===== config.mk =====
export PLATFORM = sky130hd
export DESIGN_NAME = icache_bypass_top
export DESIGN_NICKNAME = d
export VERILOG_FILES = /design/src/common/icache_cfg_pkg.sv /design/src/common/icache_types_pkg.sv /design/src/verilog/spill_register.sv /design/src/bypass/bypass_fetch.sv /design/src/refill/line_refill.sv /design/src/verilog/icache_bypass_top.sv
export SDC_FILE = /design/constraint.sdc
export NUM_CORES = 1
export LEC_CHECK = 0
export ABC_AREA = 1
export BUFFER_PORTS_ARGS = -buffer_cell sky130_fd_sc_hd__buf_4
export CAP_MARGIN = 20
export CELL_PAD_IN_SITES_DETAIL_PLACEMENT = 1
export CELL_PAD_IN_SITES_GLOBAL_PLACEMENT = 2
export CORE_MARGIN = 1.5
export CORE_UTILIZATION = 30
export DETAILED_ROUTE_END_ITERATION = 6
export PLACE_DENSITY_LB_ADDON = 0.1
export REMOVE_ABC_BUFFERS = 1
export SKIP_LAST_GASP = 1
export SLEW_MARGIN = 10
export SYNTH_ARGS = -nofsm -noshare
export SYNTH_HDL_FRONTEND = slang
export SYNTH_HIERARCHICAL = 1
export SYNTH_SLANG_ARGS = --single-unit

===== constraint.sdc =====
create_clock -name clk_i -period 11.29 [get_ports clk_i]
set_input_delay 2.258 -clock clk_i [delete_from_list [all_inputs] [get_ports clk_i]]
set_output_delay 2.258 -clock clk_i [all_outputs]
set_load 0.05 [all_outputs]

===== src/common/icache_cfg_pkg.sv =====
// Instruction cache bypass configuration
// Widths, counts and queue depths shared by the fetch unit, the buffers
// and the refill engine

package icache_cfg_pkg;

  // Fetch side
  localparam int unsigned NR_FETCH_PORTS = 2;
  localparam int unsigned FETCH_AW       = 32;
  localparam int unsigned FETCH_DW       = 32;
  localparam int unsigned PORT_IDX_W     = 1;

  // Line and memory beat geometry
  localparam int unsigned FILL_DW        = 64;
  localparam int unsigned LINE_WIDTH     = 128;
  localparam int unsigned LINE_ALIGN     = 4;
  localparam int unsigned FETCH_ALIGN    = 2;
  localparam int unsigned FILL_ALIGN     = $clog2(FILL_DW / 8);
  localparam int unsigned BEATS_PER_LINE = 2;
  localparam int unsigned BEAT_CNT_W     = 1;

  // Outstanding traffic limits
  localparam int unsigned MAX_PENDING_LINES = 2;
  localparam int unsigned PENDING_CNT_W     = $clog2(MAX_PENDING_LINES + 1);
  localparam int unsigned ORDER_DEPTH       = 4;
  localparam int unsigned ORDER_PTR_W       = $clog2(ORDER_DEPTH);
  localparam int unsigned ORDER_CNT_W       = $clog2(ORDER_DEPTH + 1);

endpackage


===== src/common/icache_types_pkg.sv =====
// Instruction cache bypass payload types
// Packed structs carried on the fetch ports, the line refill streams
// and the memory beat port

package icache_types_pkg;

  import icache_cfg_pkg::*;

  // Word returned to a fetch port together with the bus error flag
  typedef struct packed {
    logic [FETCH_DW-1:0] data;
    logic                error;
  } fetch_rsp_t;

  // Line-aligned refill request
  typedef struct packed {
    logic [FETCH_AW-1:0] addr;
  } refill_req_t;

  // Complete line with the OR of the error bits of all its beats
  typedef struct packed {
    logic [LINE_WIDTH-1:0] data;
    logic                  error;
  } refill_rsp_t;

  // Beat-aligned memory request
  typedef struct packed {
    logic [FETCH_AW-1:0] addr;
  } mem_req_t;

  // One memory beat
  typedef struct packed {
    logic [FILL_DW-1:0] data;
    logic               error;
  } mem_rsp_t;

endpackage


===== src/verilog/spill_register.sv =====
// Spill register
// Two-slot valid/ready buffer that registers both the data and the ready
// path, giving full throughput with one cycle of latency

`timescale 1ns/100ps

module spill_register
  import icache_cfg_pkg::*;
#(
  parameter type T = logic [FETCH_AW-1:0]
) (
  input  logic clk_i,
  input  logic rst_n_i,

  input  logic valid_i,
  output logic ready_o,
  input  T     data_i,

  output logic valid_o,
  input  logic ready_i,
  output T     data_o
);

  // Slot A takes every accepted input, slot B catches A when the output stalls
  logic a_full_q;
  logic b_full_q;
  T     a_data_q;
  T     b_data_q;

  logic a_fill;
  logic a_drain;
  logic b_fill;
  logic b_drain;

  assign ready_o = !a_full_q || !b_full_q;
  assign a_fill  = valid_i && ready_o;
  assign a_drain = a_full_q && !b_full_q;
  assign b_fill  = a_drain && !ready_i;
  assign b_drain = b_full_q && ready_i;

  always_ff @(posedge clk_i) begin
    if (!rst_n_i) begin
      a_full_q <= 1'b0;
      b_full_q <= 1'b0;
    end else begin
      if (a_fill) begin
        a_full_q <= 1'b1;
      end else if (a_drain) begin
        a_full_q <= 1'b0;
      end
      if (b_fill) begin
        b_full_q <= 1'b1;
      end else if (b_drain) begin
        b_full_q <= 1'b0;
      end
    end
  end

  always_ff @(posedge clk_i) begin
    if (a_fill) begin
      a_data_q <= data_i;
    end
    if (b_fill) begin
      b_data_q <= a_data_q;
    end
  end

  // B always holds the older entry, so it goes out first
  assign valid_o = a_full_q || b_full_q;
  assign data_o  = b_full_q ? b_data_q : a_data_q;

  // A stalled output must keep presenting the same entry
  a_stable_under_stall: assert property (
    @(posedge clk_i) disable iff (!rst_n_i)
    valid_o && !ready_i |=> valid_o && $stable(data_o)
  );

endmodule


===== src/bypass/bypass_fetch.sv =====
// Bypass fetch unit
// Turns single-word fetches from each port into line refill requests,
// tracks the owning port of every refill and returns the selected word
// to that port for one cycle

`timescale 1ns/100ps

module bypass_fetch
  import icache_cfg_pkg::*;
  import icache_types_pkg::*;
(
  input  logic clk_i,
  input  logic rst_n_i,

  input  logic       [NR_FETCH_PORTS-1:0]               inst_valid_i,
  input  logic       [NR_FETCH_PORTS-1:0][FETCH_AW-1:0] inst_addr_i,
  output logic       [NR_FETCH_PORTS-1:0]               inst_ready_o,
  output fetch_rsp_t [NR_FETCH_PORTS-1:0]               inst_rsp_o,

  output logic        req_valid_o,
  output refill_req_t req_o,
  input  logic        req_ready_i,

  input  logic        rsp_valid_i,
  input  refill_rsp_t rsp_i,
  output logic        rsp_ready_o
);

  typedef enum logic [1:0] {
    Idle,
    RequestData,
    WaitResponse,
    PresentResponse
  } state_e;

  logic [NR_FETCH_PORTS-1:0] in_valid;
  logic [NR_FETCH_PORTS-1:0] in_ready;
  logic [NR_FETCH_PORTS-1:0] rsp_valid;

  logic [PORT_IDX_W-1:0]     rr_q;
  logic [PORT_IDX_W-1:0]     gnt_idx;
  logic [NR_FETCH_PORTS-1:0] gnt_onehot;
  logic                      lock_q;
  logic [PORT_IDX_W-1:0]     lock_idx_q;
  logic                      req_fire;

  logic [NR_FETCH_PORTS-1:0] order_mem_q [ORDER_DEPTH];
  logic [ORDER_PTR_W-1:0]    wr_ptr_q;
  logic [ORDER_PTR_W-1:0]    rd_ptr_q;
  logic [ORDER_CNT_W-1:0]    order_cnt_q;
  logic                      order_full;
  logic [NR_FETCH_PORTS-1:0] order_head;

  // Round-robin grant starting at rr_q. A stalled grant stays locked so the
  // request payload cannot change until the buffer takes it
  always_comb begin
    int   cand;
    logic found;
    found   = 1'b0;
    gnt_idx = rr_q;
    for (int k = 0; k < NR_FETCH_PORTS; k++) begin
      cand = (int'(rr_q) + k) % NR_FETCH_PORTS;
      if (!found && in_valid[cand]) begin
        found   = 1'b1;
        gnt_idx = PORT_IDX_W'(cand);
      end
    end
    if (lock_q) begin
      gnt_idx = lock_idx_q;
    end
    gnt_onehot          = '0;
    gnt_onehot[gnt_idx] = 1'b1;
  end

  assign req_valid_o = in_valid[gnt_idx];
  assign req_o.addr  = {inst_addr_i[gnt_idx][FETCH_AW-1:LINE_ALIGN], {LINE_ALIGN{1'b0}}};
  assign req_fire    = req_valid_o && req_ready_i;

  always_ff @(posedge clk_i) begin
    if (!rst_n_i) begin
      rr_q       <= '0;
      lock_q     <= 1'b0;
      lock_idx_q <= '0;
    end else begin
      lock_q     <= req_valid_o && !req_ready_i;
      lock_idx_q <= gnt_idx;
      if (req_fire) begin
        rr_q <= PORT_IDX_W'((int'(gnt_idx) + 1) % NR_FETCH_PORTS);
      end
    end
  end

  // Order queue holding the one-hot owner of every refill in flight
  assign order_full  = (order_cnt_q == ORDER_CNT_W'(ORDER_DEPTH));
  assign order_head  = order_mem_q[rd_ptr_q];
  assign rsp_ready_o = 1'b1;

  always_ff @(posedge clk_i) begin
    if (!rst_n_i) begin
      wr_ptr_q    <= '0;
      rd_ptr_q    <= '0;
      order_cnt_q <= '0;
    end else begin
      if (req_fire) begin
        wr_ptr_q <= (wr_ptr_q == ORDER_PTR_W'(ORDER_DEPTH - 1)) ? '0 : wr_ptr_q + 1'b1;
      end
      if (rsp_valid_i) begin
        rd_ptr_q <= (rd_ptr_q == ORDER_PTR_W'(ORDER_DEPTH - 1)) ? '0 : rd_ptr_q + 1'b1;
      end
      case ({req_fire, rsp_valid_i})
        2'b10:   order_cnt_q <= order_cnt_q + 1'b1;
        2'b01:   order_cnt_q <= order_cnt_q - 1'b1;
        default: order_cnt_q <= order_cnt_q;
      endcase
    end
  end

  always_ff @(posedge clk_i) begin
    if (req_fire) begin
      order_mem_q[wr_ptr_q] <= gnt_onehot;
    end
  end

  for (genvar i = 0; i < NR_FETCH_PORTS; i++) begin : gen_port
    state_e     state_q;
    state_e     state_d;
    fetch_rsp_t word_q;
    logic [LINE_ALIGN-FETCH_ALIGN-1:0] word_off;

    // Only request while the order queue can still record the owner
    assign in_valid[i]     = (state_q == RequestData) && !order_full;
    assign in_ready[i]     = req_ready_i && (gnt_idx == PORT_IDX_W'(i));
    assign rsp_valid[i]    = rsp_valid_i && order_head[i];
    assign inst_ready_o[i] = (state_q == PresentResponse);
    assign inst_rsp_o[i]   = word_q;
    assign word_off        = inst_addr_i[i][LINE_ALIGN-1:FETCH_ALIGN];

    always_comb begin
      state_d = state_q;
      unique case (state_q)
        Idle:            if (inst_valid_i[i]) state_d = RequestData;
        RequestData:     if (in_valid[i] && in_ready[i]) state_d = WaitResponse;
        WaitResponse:    if (rsp_valid[i]) state_d = PresentResponse;
        PresentResponse: state_d = Idle;
        default:         state_d = Idle;
      endcase
    end

    always_ff @(posedge clk_i) begin
      if (!rst_n_i) begin
        state_q <= Idle;
      end else begin
        state_q <= state_d;
      end
    end

    // The fetch address is held until ready, so it still selects the word here
    always_ff @(posedge clk_i) begin
      if (rsp_valid[i]) begin
        word_q.data  <= rsp_i.data[word_off*FETCH_DW +: FETCH_DW];
        word_q.error <= rsp_i.error;
      end
    end
  end

  // Every returning line must have an owner recorded at request time
  a_rsp_has_owner: assert property (
    @(posedge clk_i) disable iff (!rst_n_i)
    rsp_valid_i |-> order_cnt_q != '0
  );

endmodule


===== src/refill/line_refill.sv =====
// Line refill engine
// Splits line requests into memory beat requests, bounds the number of
// lines in flight and reassembles returning beats into full lines

`timescale 1ns/100ps

module line_refill
  import icache_cfg_pkg::*;
  import icache_types_pkg::*;
(
  input  logic clk_i,
  input  logic rst_n_i,

  input  logic        req_valid_i,
  input  refill_req_t req_i,
  output logic        req_ready_o,

  output logic        rsp_valid_o,
  output refill_rsp_t rsp_o,
  input  logic        rsp_ready_i,

  output logic        mem_req_valid_o,
  output mem_req_t    mem_req_o,
  input  logic        mem_req_ready_i,

  input  logic        mem_rsp_valid_i,
  input  mem_rsp_t    mem_rsp_i,
  output logic        mem_rsp_ready_o
);

  logic                      busy_q;
  logic [FETCH_AW-1:0]       line_addr_q;
  logic [BEAT_CNT_W-1:0]     req_beat_q;
  logic [PENDING_CNT_W-1:0]  pending_q;
  logic [BEAT_CNT_W-1:0]     rsp_beat_q;
  logic [LINE_WIDTH-1:0]     line_q;
  logic                      err_q;
  logic                      out_valid_q;

  logic req_fire;
  logic mem_req_fire;
  logic mem_rsp_fire;
  logic line_done;

  assign req_ready_o  = !busy_q && (pending_q < PENDING_CNT_W'(MAX_PENDING_LINES));
  assign req_fire     = req_valid_i && req_ready_o;
  assign mem_req_fire = mem_req_valid_o && mem_req_ready_i;
  assign mem_rsp_fire = mem_rsp_valid_i && mem_rsp_ready_o;
  assign line_done    = rsp_valid_o && rsp_ready_i;

  // Beat address is the line address with the beat index in the offset bits
  assign mem_req_valid_o = busy_q;
  assign mem_req_o.addr  = {line_addr_q[FETCH_AW-1:LINE_ALIGN], req_beat_q,
                            {FILL_ALIGN{1'b0}}};

  always_ff @(posedge clk_i) begin
    if (!rst_n_i) begin
      busy_q     <= 1'b0;
      req_beat_q <= '0;
    end else if (req_fire) begin
      busy_q     <= 1'b1;
      req_beat_q <= '0;
    end else if (mem_req_fire) begin
      if (req_beat_q == BEAT_CNT_W'(BEATS_PER_LINE - 1)) begin
        busy_q <= 1'b0;
      end
      req_beat_q <= req_beat_q + 1'b1;
    end
  end

  always_ff @(posedge clk_i) begin
    if (req_fire) begin
      line_addr_q <= req_i.addr;
    end
  end

  // A line counts as pending from acceptance until it leaves the output
  always_ff @(posedge clk_i) begin
    if (!rst_n_i) begin
      pending_q <= '0;
    end else begin
      case ({req_fire, line_done})
        2'b10:   pending_q <= pending_q + 1'b1;
        2'b01:   pending_q <= pending_q - 1'b1;
        default: pending_q <= pending_q;
      endcase
    end
  end

  // Beats shift in from the top, so beat 0 ends up in the low bits
  assign mem_rsp_ready_o = !out_valid_q;

  always_ff @(posedge clk_i) begin
    if (!rst_n_i) begin
      rsp_beat_q  <= '0;
      out_valid_q <= 1'b0;
    end else begin
      if (line_done) begin
        out_valid_q <= 1'b0;
      end
      if (mem_rsp_fire) begin
        rsp_beat_q <= rsp_beat_q + 1'b1;
        if (rsp_beat_q == BEAT_CNT_W'(BEATS_PER_LINE - 1)) begin
          rsp_beat_q  <= '0;
          out_valid_q <= 1'b1;
        end
      end
    end
  end

  always_ff @(posedge clk_i) begin
    if (mem_rsp_fire) begin
      line_q <= {mem_rsp_i.data, line_q[LINE_WIDTH-1:FILL_DW]};
      err_q  <= (rsp_beat_q == '0) ? mem_rsp_i.error : (err_q | mem_rsp_i.error);
    end
  end

  assign rsp_valid_o = out_valid_q;
  assign rsp_o.data  = line_q;
  assign rsp_o.error = err_q;

  a_pending_bound: assert property (
    @(posedge clk_i) disable iff (!rst_n_i)
    pending_q <= PENDING_CNT_W'(MAX_PENDING_LINES)
  );

endmodule


===== src/verilog/icache_bypass_top.sv =====
// Instruction cache bypass top level
// Fetch unit, request and response pipeline buffers and the line refill
// engine facing a valid/ready memory port

`timescale 1ns/100ps

module icache_bypass_top
  import icache_cfg_pkg::*;
  import icache_types_pkg::*;
(
  input  logic clk_i,
  input  logic rst_n_i,

  input  logic       [NR_FETCH_PORTS-1:0]               inst_valid_i,
  input  logic       [NR_FETCH_PORTS-1:0][FETCH_AW-1:0] inst_addr_i,
  output logic       [NR_FETCH_PORTS-1:0]               inst_ready_o,
  output fetch_rsp_t [NR_FETCH_PORTS-1:0]               inst_rsp_o,

  output logic     mem_req_valid_o,
  output mem_req_t mem_req_o,
  input  logic     mem_req_ready_i,

  input  logic     mem_rsp_valid_i,
  input  mem_rsp_t mem_rsp_i,
  output logic     mem_rsp_ready_o
);

  refill_req_t fetch_req;
  logic        fetch_req_valid;
  logic        fetch_req_ready;
  refill_req_t buf_req;
  logic        buf_req_valid;
  logic        buf_req_ready;

  refill_rsp_t refill_rsp;
  logic        refill_rsp_valid;
  logic        refill_rsp_ready;
  refill_rsp_t buf_rsp;
  logic        buf_rsp_valid;
  logic        buf_rsp_ready;

  bypass_fetch u_fetch (
    .clk_i        ( clk_i           ),
    .rst_n_i      ( rst_n_i         ),
    .inst_valid_i ( inst_valid_i    ),
    .inst_addr_i  ( inst_addr_i     ),
    .inst_ready_o ( inst_ready_o    ),
    .inst_rsp_o   ( inst_rsp_o      ),
    .req_valid_o  ( fetch_req_valid ),
    .req_o        ( fetch_req       ),
    .req_ready_i  ( fetch_req_ready ),
    .rsp_valid_i  ( buf_rsp_valid   ),
    .rsp_i        ( buf_rsp         ),
    .rsp_ready_o  ( buf_rsp_ready   )
  );

  spill_register #(
    .T ( refill_req_t )
  ) u_req_buf (
    .clk_i   ( clk_i           ),
    .rst_n_i ( rst_n_i         ),
    .valid_i ( fetch_req_valid ),
    .ready_o ( fetch_req_ready ),
    .data_i  ( fetch_req       ),
    .valid_o ( buf_req_valid   ),
    .ready_i ( buf_req_ready   ),
    .data_o  ( buf_req         )
  );

  spill_register #(
    .T ( refill_rsp_t )
  ) u_rsp_buf (
    .clk_i   ( clk_i            ),
    .rst_n_i ( rst_n_i          ),
    .valid_i ( refill_rsp_valid ),
    .ready_o ( refill_rsp_ready ),
    .data_i  ( refill_rsp       ),
    .valid_o ( buf_rsp_valid    ),
    .ready_i ( buf_rsp_ready    ),
    .data_o  ( buf_rsp          )
  );

  line_refill u_refill (
    .clk_i           ( clk_i            ),
    .rst_n_i         ( rst_n_i          ),
    .req_valid_i     ( buf_req_valid    ),
    .req_i           ( buf_req          ),
    .req_ready_o     ( buf_req_ready    ),
    .rsp_valid_o     ( refill_rsp_valid ),
    .rsp_o           ( refill_rsp       ),
    .rsp_ready_i     ( refill_rsp_ready ),
    .mem_req_valid_o ( mem_req_valid_o  ),
    .mem_req_o       ( mem_req_o        ),
    .mem_req_ready_i ( mem_req_ready_i  ),
    .mem_rsp_valid_i ( mem_rsp_valid_i  ),
    .mem_rsp_i       ( mem_rsp_i        ),
    .mem_rsp_ready_o ( mem_rsp_ready_o  )
  );

endmodule


==> summary.txt, run 1 <==
Run status
  – Status: complete, but fails checks
  – Violated checks: max-slew violations

Routing
  – First-pass iteration count of the detailed router: 5
  – Total number of vias: 13600
  – Via density: 4.56
  – Final WL: 57400 um
  – WL/cell: 19.2 um
  – Drt initial violations: 575
  – Post-route antenna net violation count: 0
  – # DRC: 0

Global routing
  – Largest net degree at the start of global routing: 130
  – Global-route wire length before repair: 87000 um
  – All-Layer GR Usage: 15.4%
  – Initial antenna violation count: 5
  – Total gr overflow: 0
  – Vias in the first global route: 14600

Cells and area
  – Synth-to-Final Area Change: 21.6%
  – Register area: 0.0169 mm2
  – Multi-input logic area: 0.00446 mm2
  – Nets: 2120
  – Fillers: 7717
  – Proportion of layout cells with a drive suffix above 1: 17.8%

Place
  – Post-DP HPWL: 32100 um
  – GPL Wtd Cong: 0.701
  – Quantity of I/O buffers inserted on ports: 229

Floorplanning
  – DIE WIDTH: 274 um
  – Core area: 0.0728 mm2
  – Initial core utilization: 30.3%
  – Chip height: 274 um
  – Ports: 237
  – Row cnt: 99
  – Die ar.: 0.0752 mm2

Timing
  – Hold WS: 0.410 ns
  – Final hold vios: 0
  – Setup violators final: 0
  – Period Utilization, post-route: 31.9%
  – Final critical path time including I/O delays and setup: 3.60 ns
  – Max transition margin: -1270%
  – Fmax: 278 MHz
  – Worst slew pin tran: 20.36 ns
  – Setup TNS: 0 ns
  – Unrepaired setup endpoints after global routing: no
  – Fin Clk Skew: 0.0253 ns
  – Max Slew Vio Count: 130

Power and ir drop
  – Total power: 5.57 mW
  – Static leakage: 10.1 nW
  – Pwr dens: 208 mW/mm2
  – VDD IR max: 0.109 mV

Worst setup path
  – Crit-path max cell delay: 0.39 ns
  – WP buf/inv: 1
  – Setup Crit Path Kind: flop to output pin
  – CP endpoint kind: output pin
  – Crit start category: flop
  – Top Family by Delay on Critical Path: flip-flops
  – Slowest cell on crit path: dfxtp_1
  – Crit path arrival time: 1.34 ns
  – CP Cell Sequence: ha_1, buf_4
  – Worst-path fanout max: 4
  – CP required: 9.03 ns

Clocking
  – Clk_lat worst skew: 0.59 ns
  – Clk root buf: clkbuf_16
  – Cts bufs inserted: 67
  – CTS Hold Bufs: 0
  – CTS tree: done
  – H-tree depth: 3
  – Max Buffers Root-to-Sink: 3
  – Post_cts resized: 0
  – Clk slew on worst S/H paths: 0.06 ns
  – Clk sinks: 571
  – Setup Fix Bufs, Post-CTS: 0

Yosys
  – Synth warn: 6
  – Post-Synthesis Cell Area: 0.0221 mm2
  – Synthesized netlist cell count: 1735
  – Avg Cell Area, Syn: 12.7 um2

Job
  – Max-Cap Viols: 0

Min path
  – Hold/Removal Path Class: flop to flop
[state kept, by name (all words and copies together), names as in the netlist, 2 cells and up, named ones only]
register	flops
u_rsp_buf/a_data_q	129
u_rsp_buf/b_data_q	129
u_refill/line_q	128
u_fetch/inst_rsp_o	66
u_refill/line_addr_q	28
u_req_buf/a_data_q	28
u_req_buf/b_data_q	28
u_fetch/order_mem_q	8
u_fetch/gen_port.state_q	4
u_fetch/order_cnt_q	3
u_fetch/rd_ptr_q	2
u_fetch/wr_ptr_q	2
u_refill/pending_q	2
[per-layer routing]
metal	vias to the layer above	wire length, um	track usage [%]
li1	6467	-	-
met1	6737	24400	18.7
met2	282	27800	26.2
met3	99	3520	4.26
met4	6	1620	5.49
met5	-	34	0
[worst reg2reg max path: stages (launching register included)]
cell and delay (ns):
dfxtp_1 0.38, inv_1 0.09, ha_1 0.22, nand3b_1 0.17, nand2_1 0.08, nand2_2 0.08, nand2_4 0.32, nand2_2 0.14
nand3_4 0.15, ha_1 0.16, inv_1 0.07, fa_1 0.37, a21oi_1 0.14, o21ai_0 0.14, o21ai_0 0.20, a21oi_1 0.06
[placed cells by master, fill, tap and decap left out, types with 2 or more instances in the layout]
cell          n
nand4_1       2
diode_2       3
clkinv_1     18
a21oi_1      16
clkinv_2      6
clkinvlp_4    2
edfxtp_1    545
a21oi_4       2
ha_1         15
nor2_2        2
clkbuf_16    70
nand2_2       4
nor2_1      162
conb_1        4
buf_12        2
dfxtp_1      25
bufinv_16     5
clkbuf_1     15
inv_4         2
o21ai_0     138
nand3_1       6
inv_2         7
inv_1        48
a22oi_1       2
nor3_1        3
nand2_1     590
o22ai_1      64
buf_16        2
buf_4       246
[area by class of cell]
cell class / instances / area share [%]
flip-flops and latches: 571 / 63.0
clock inverters: 32 / 1.04
clock buffers: 86 / 6.79
multi-input cells: 1022 / 16.6
well taps: 959 / 4.47
diodes: 3 / 0.0280
inverters: 57 / 0.816
repair buffers: 250 / 7.24
[path summary, 6_finish.rpt]
| kind | startpoint | end | slack, ns | cells after the start |
|---|---|---|---|---|
| worst min-delay path | u_refill/line_q[23]$_DFFE_PP_ | u_rsp_buf/a_data_q[24]$_DFFE_PP_ | 0.41 | 0 |
| worst max-delay path | u_fetch/gen_port[1].state_q[0]$_SDFFE_PN0P_ | inst_ready_o[1] | 7.69 | 2 |
| worst min register to register | u_refill/line_q[23]$_DFFE_PP_ | u_rsp_buf/a_data_q[24]$_DFFE_PP_ | 0.41 | 0 |
| worst max register to register | u_fetch/gen_port[0].state_q[1]$_SDFFE_PN0P_ | u_fetch/order_cnt_q[2]$_SDFFE_PN0P_ | 8.40 | 15 |
[where the power goes]
part / leakage [nW] / internal, mW / switching [mW]
clock network: 1.02 / 1.25 / 0.837
registers: 5.25 / 2.60 / 0.0742
logic: 3.87 / 0.246 / 0.571
[per-stage QoR]
step | utilization [%] | area [um2] | setup slack [ns] | instances
after floorplan | - | 21500 | 2.30 | 1650
final | 36.8 | 26800 | 7.69 | 2980
after detailed placement | 33.9 | 24700 | 7.08 | 2857
after global routing | 36.8 | 26800 | 7.57 | 2978
after global placement | 33.8 | 24600 | 7.20 | 2855
after CTS | 36.8 | 26800 | 7.63 | 2975
Note: power is estimated with default switching activity, not from simulation.
==> inputs of run 2 (changes only) <==
==> constraint.sdc (replaced) <==
create_clock -name clk_i -period 3.5 [get_ports clk_i]
set_input_delay 0.7 -clock clk_i [delete_from_list [all_inputs] [get_ports clk_i]]
set_output_delay 0.7 -clock clk_i [all_outputs]
set_load 0.05 [all_outputs]
==> summary.txt, run 2 (synthesized netlist as in run 1, its figures left out) <==
Routing
  – # DRC: 0
  – Drt initial violations: 632
  – Post-route antenna net violation count: 0
  – Via density: 4.53
  – WL/cell: 19.4 um
  – Total number of vias: 13500
  – First-pass iteration count of the detailed router: 4
  – Final WL: 58000 um

Clocking
  – Max Buffers Root-to-Sink: 3
  – Post_cts resized: 0
  – CTS tree: done
  – Clk_lat worst skew: 0.60 ns
  – Clk sinks: 571
  – H-tree depth: 3
  – Cts bufs inserted: 67
  – Setup Fix Bufs, Post-CTS: 0
  – Clk slew on worst S/H paths: 0.06 ns
  – CTS Hold Bufs: 0
  – Clk root buf: clkbuf_16

Worst setup path
  – Reg2Reg Depth: 16
  – CP endpoint kind: flop
  – CP Cell Sequence: inv_1, ha_1, inv_1, nand3_1, nand2_1, inv_1, nand2_2, nand3_1, nand3_4, ha_1, inv_1, fa_1, a21oi_1, o21ai_0, o21ai_0, a21oi_1
  – CP required: 3.97 ns
  – Crit-path max cell delay: 0.39 ns
  – Setup Crit Path Kind: flop to flop
  – Crit path arrival time: 3.03 ns
  – Crit path depth: 16
  – Crit start category: flop
  – CP dominant cell by count: inv_1
  – WP buf/inv: 4
  – Top Family by Delay on Critical Path: adder cells
  – Slowest cell on crit path: fa_1
  – Worst-path fanout max: 9

Power and ir drop
  – Static leakage: 10.2 nW
  – Total power: 18.2 mW
  – Pwr dens: 673 mW/mm2
  – VDD IR max: 0.308 mV

Cells and area
  – Nets: 2128
  – Fillers: 7748
  – Biggest registers after layout: u_rsp_buf/a_data_q x129, u_rsp_buf/b_data_q x129, u_refill/line_q x128
  – Commonest non-fill, non-tap cell in the layout: nand2_1
  – Synth-to-Final Area Change: 22.4%
  – Most frequent cells in the layout: nand2_1, edfxtp_1, buf_4
  – Final core occ: 37.1%
  – Proportion of layout cells with a drive suffix above 1: 18.5%

Floorplanning
  – Initial core utilization: 30.3%
  – Die ar.: 0.0752 mm2
  – DIE WIDTH: 274 um
  – Row cnt: 99
  – Ports: 237
  – Chip height: 274 um
  – Core area: 0.0728 mm2

Place
  – Quantity of I/O buffers inserted on ports: 229
  – Post-DP HPWL: 33800 um
  – GPL Wtd Cong: 0.719

Timing
  – Worst slew pin tran: 19.70 ns
  – Fmax: 391 MHz
  – Period Utilization, post-route: 73.1%
  – Fin Clk Skew: 0.0299 ns
  – Unrepaired setup endpoints after global routing: no
  – Setup violators final: 0
  – Max transition margin: -1220%
  – Final hold vios: 0
  – Final critical path time including I/O delays and setup: 2.56 ns
  – Hold WS: 0.277 ns
  – Setup TNS: 0 ns
  – Max Slew Vio Count: 130

Global routing
  – Largest net degree at the start of global routing: 130
  – Vias in the first global route: 14600
  – Global-route wire length before repair: 87400 um
  – All-Layer GR Usage: 15.5%
  – Initial antenna violation count: 4
  – Total gr overflow: 0

Run status
  – Violated checks: max-slew violations
  – Status: complete, but fails checks

Job
  – Max-Cap Viols: 0

Min path
  – Hold/Removal Path Class: input pin to flop
  – Worst Hold Path Cells: 1
## run 2: worst paths after layout
| check | to | slack [ns] | start |
|---|---|---|---|
| max | u_fetch/order_cnt_q[2]$_SDFFE_PN0P_ | 0.94 | u_fetch/gen_port[1].state_q[1]$_SDFFE_PN0P_ |
| min | u_refill/line_q[117]$_DFFE_PP_ | 0.28 | mem_rsp_i[54] |
| max reg2reg | u_fetch/order_cnt_q[2]$_SDFFE_PN0P_ | 0.94 | u_fetch/gen_port[1].state_q[1]$_SDFFE_PN0P_ |
| min reg2reg | u_rsp_buf/a_data_q[23]$_DFFE_PP_ | 0.42 | u_refill/line_q[22]$_DFFE_PP_ |
## run 2: where the power goes
| part | internal, mW | total, mW | switching [mW] |
|---|---|---|---|
| Clock | 4.17 | 6.96 | 2.79 |
| Sequential | 8.38 | 8.63 | 0.243 |
| Combinational | 0.745 | 2.57 | 1.83 |
## run 2: layout make-up
type	instances	area (um2)	area share, %
Inverter	57	219	0.811
Sequential cell	571	16900	62.6
Multi-Input combinational cell	1022	4460	16.5
Antenna cell	1	2.50	0.00927
Timing Repair Buffer	258	2020	7.50
Tap cell	959	1200	4.44
Clock buffer	86	1840	6.82
Clock inverter	36	355	1.32
## run 2: routing by layer
metal / routed length, um / vias up / global-route usage (%)
met5: 48 / - / 0
met4: 1460 / 6 / 5.54
met3: 3550 / 95 / 4.23
met2: 28600 / 292 / 26.7
met1: 24400 / 6657 / 18.5
li1: - / 6492 / -
## run 2: stage by stage
stage | setup WS (ns) | std cells | area [um2]
3_5_place_dp | 0.817 | 2867 | 24800
2_1_floorplan | -5.49 | 1650 | 21500
6_report | 0.941 | 2990 | 27000
3_3_place_gp | 0.890 | 2867 | 24800
5_1_grt | 0.651 | 2990 | 27000
4_1_cts | 0.807 | 2989 | 27000
## run 2: worst reg2reg max path, cell delays in order, from the launching register on
cell and delay (ns):
dfxtp_1 0.37, inv_1 0.08, ha_1 0.23, inv_1 0.07, nand3_1 0.07, nand2_1 0.06, inv_1 0.04, nand2_2 0.09
nand3_1 0.15, nand3_4 0.18, ha_1 0.16, inv_1 0.06, fa_1 0.39, a21oi_1 0.16, o21ai_0 0.12, o21ai_0 0.17
a21oi_1 0.05
==> inputs of run 3 (changes only) <==
==> constraint.sdc (replaced) <==
create_clock -name clk_i -period 2.5 [get_ports clk_i]
set_input_delay 0.5 -clock clk_i [delete_from_list [all_inputs] [get_ports clk_i]]
set_output_delay 0.5 -clock clk_i [all_outputs]
set_load 0.05 [all_outputs]
==> summary.txt, run 3 (synthesized netlist as in run 1, its figures left out) <==
Run status
  – Status: complete, but fails checks
  – Violated checks: max-slew violations

Routing
  – WL/cell: 19.2 um
  – Total number of vias: 13700
  – Post-route antenna net violation count: 0
  – Final WL: 57700 um
  – First-pass iteration count of the detailed router: 4
  – Drt initial violations: 706
  – # DRC: 0
  – Via density: 4.57

Place
  – Pre-CTS setup slack: 0.0301 ns
  – Quantity of I/O buffers inserted on ports: 229
  – Post-DP HPWL: 34600 um
  – Dpl cells: 2877
  – GPL Wtd Cong: 0.729

Power and ir drop
  – Pwr dens: 932 mW/mm2
  – VDD IR max: 0.503 mV
  – Static leakage: 10.3 nW

Global routing
  – Total gr overflow: 0
  – Global-route wire length before repair: 87000 um
  – Met2 Usage GRT: 26.1%
  – Met1 Use GR: 18.8%
  – Largest net degree at the start of global routing: 130
  – Initial antenna violation count: 6
  – Busiest layer in global routing: met2
  – All-Layer GR Usage: 15.5%
  – Vias in the first global route: 14600
  – Met3 Usage GRT: 4.19%

Cells and area
  – Proportion of layout cells with a drive suffix above 1: 19.1%
  – Fillers: 7746
  – Most frequent cells in the layout: nand2_1, edfxtp_1, buf_4
  – Synth-to-Final Area Change: 22.9%
  – Biggest registers after layout: u_rsp_buf/a_data_q x129, u_rsp_buf/b_data_q x129, u_refill/line_q x128
  – Commonest non-fill, non-tap cell in the layout: nand2_1
  – Nets: 2139
  – Finished Layout Cells: 2999

Floorplanning
  – Core area: 0.0728 mm2
  – Ports: 237
  – Initial core utilization: 30.3%
  – Chip height: 274 um
  – Die ar.: 0.0752 mm2
  – Row cnt: 99
  – DIE WIDTH: 274 um

Worst setup path
  – CP required: 2.96 ns
  – Crit start category: flop
  – Crit-path max cell delay: 0.40 ns
  – Worst-path fanout max: 4
  – Top Family by Delay on Critical Path: adder cells
  – Setup Crit Path Kind: flop to flop
  – CP dominant cell by count: inv_1
  – Crit path arrival time: 2.77 ns
  – WP buf/inv: 3
  – Slowest cell on crit path: dfxtp_1
  – CP endpoint kind: flop
  – CP Cell Sequence: ha_2, inv_1, nand3_1, nand2_1, inv_1, nand2_2, nand2_4, nand2_2, nand3_4, ha_1, inv_1, fa_1, a21oi_1, o21ai_0, o21ai_1, a21oi_1

Clocking
  – Clk_lat worst skew: 0.60 ns
  – Clk root buf: clkbuf_16
  – Clk slew on worst S/H paths: 0.06 ns
  – Max Buffers Root-to-Sink: 3
  – Clk sinks: 571
  – H-tree depth: 3
  – Cts bufs inserted: 68
  – CTS tree: done
  – Setup Fix Bufs, Post-CTS: 0

Timing
  – Worst slew pin tran: 19.80 ns
  – Final hold vios: 0
  – Fmax: 432 MHz
  – Final critical path time including I/O delays and setup: 2.32 ns
  – Fin Clk Skew: 0.0270 ns
  – Max transition margin: -1230%
  – Hold WS: 0.0770 ns
  – Period Utilization, post-route: 92.6%
  – Unrepaired setup endpoints after global routing: no
  – Setup violators final: 0
  – Setup TNS: 0 ns
  – Final worst slack: 0.184 ns
  – Max Slew Vio Count: 130

Min path
  – Hold/Removal Path Class: input pin to flop

Job
  – Max-Cap Viols: 0
run 3: cell count changes in the layout (fill, tap and decap cells not counted), sizes merged:
cell | previous run | this run
inv | 58 | 59
buf | 258 | 268
clkbuf | 86 | 94
diode | 1 | 2
clkinv | 28 | 19
bufinv | 6 | 4
run 3: layout make-up:
cell class | instances | area (um2) | share of cell area, %
clock inverter | 26 | 268 | 0.988
timing repair buffer | 268 | 2190 | 8.07
sequential | 571 | 16900 | 62.3
inverter | 57 | 219 | 0.808
tap | 959 | 1200 | 4.43
clock buffer | 94 | 1860 | 6.87
multi-input combinational | 1022 | 4480 | 16.5
antenna | 2 | 5.00 | 0.0185
run 3: final timing paths:
check | endpoint | cells past startpoint | slack [ns] | from
setup / recovery | u_fetch/order_cnt_q[2]$_SDFFE_PN0P_ | 16 | 0.18 | u_fetch/gen_port[1].state_q[0]$_SDFFE_PN0P_
hold / removal | u_refill/line_q[99]$_DFFE_PP_ | 1 | 0.08 | mem_rsp_i[36]
setup reg to reg | u_fetch/order_cnt_q[2]$_SDFFE_PN0P_ | 16 | 0.18 | u_fetch/gen_port[1].state_q[0]$_SDFFE_PN0P_
hold reg to reg | u_rsp_buf/a_data_q[18]$_DFFE_PP_ | 0 | 0.41 | u_refill/line_q[17]$_DFFE_PP_
run 3: metrics by stage:
stage	power [mW]	utilization (%)	area (um2)
detailed placement	16.1	34.3	25000
global placement	15.9	34.3	25000
finish	25.3	37.2	27100
global route	26.6	37.2	27100
CTS	25.7	37.2	27100
floorplan	14.5	-	21500
run 3: power breakdown:
part | switching, mW | total [mW] | internal, mW
Sequential | 0.348 | 12.1 | 11.7
Clock | 3.84 | 9.47 | 5.64
Combinational | 2.56 | 3.70 | 1.14
run 3: repair_timing:
action	in CTS	in global routing
hold buffers	0	0
gates resized for setup	0	7
setup endpoints to repair	0	1
run 3: worst reg2reg max path: cells and delay by family, from the launching register on:
kind	cells	cell delay (ns)
fa+ha+maj	3	0.77
compound gates	4	0.45
simple gates	6	0.41
flops	1	0.40
buf+inv	3	0.17
run 3: routing by layer:
| metal | wire length [um] | vias to the layer above | part of all wire [%] |
|---|---|---|---|
| met5 | 66 | - | 0.11 |
| met1 | 24200 | 6799 | 42 |
| met4 | 1560 | 8 | 2.7 |
| met3 | 3830 | 103 | 6.6 |
| met2 | 28100 | 293 | 49 |
| li1 | - | 6510 | - |
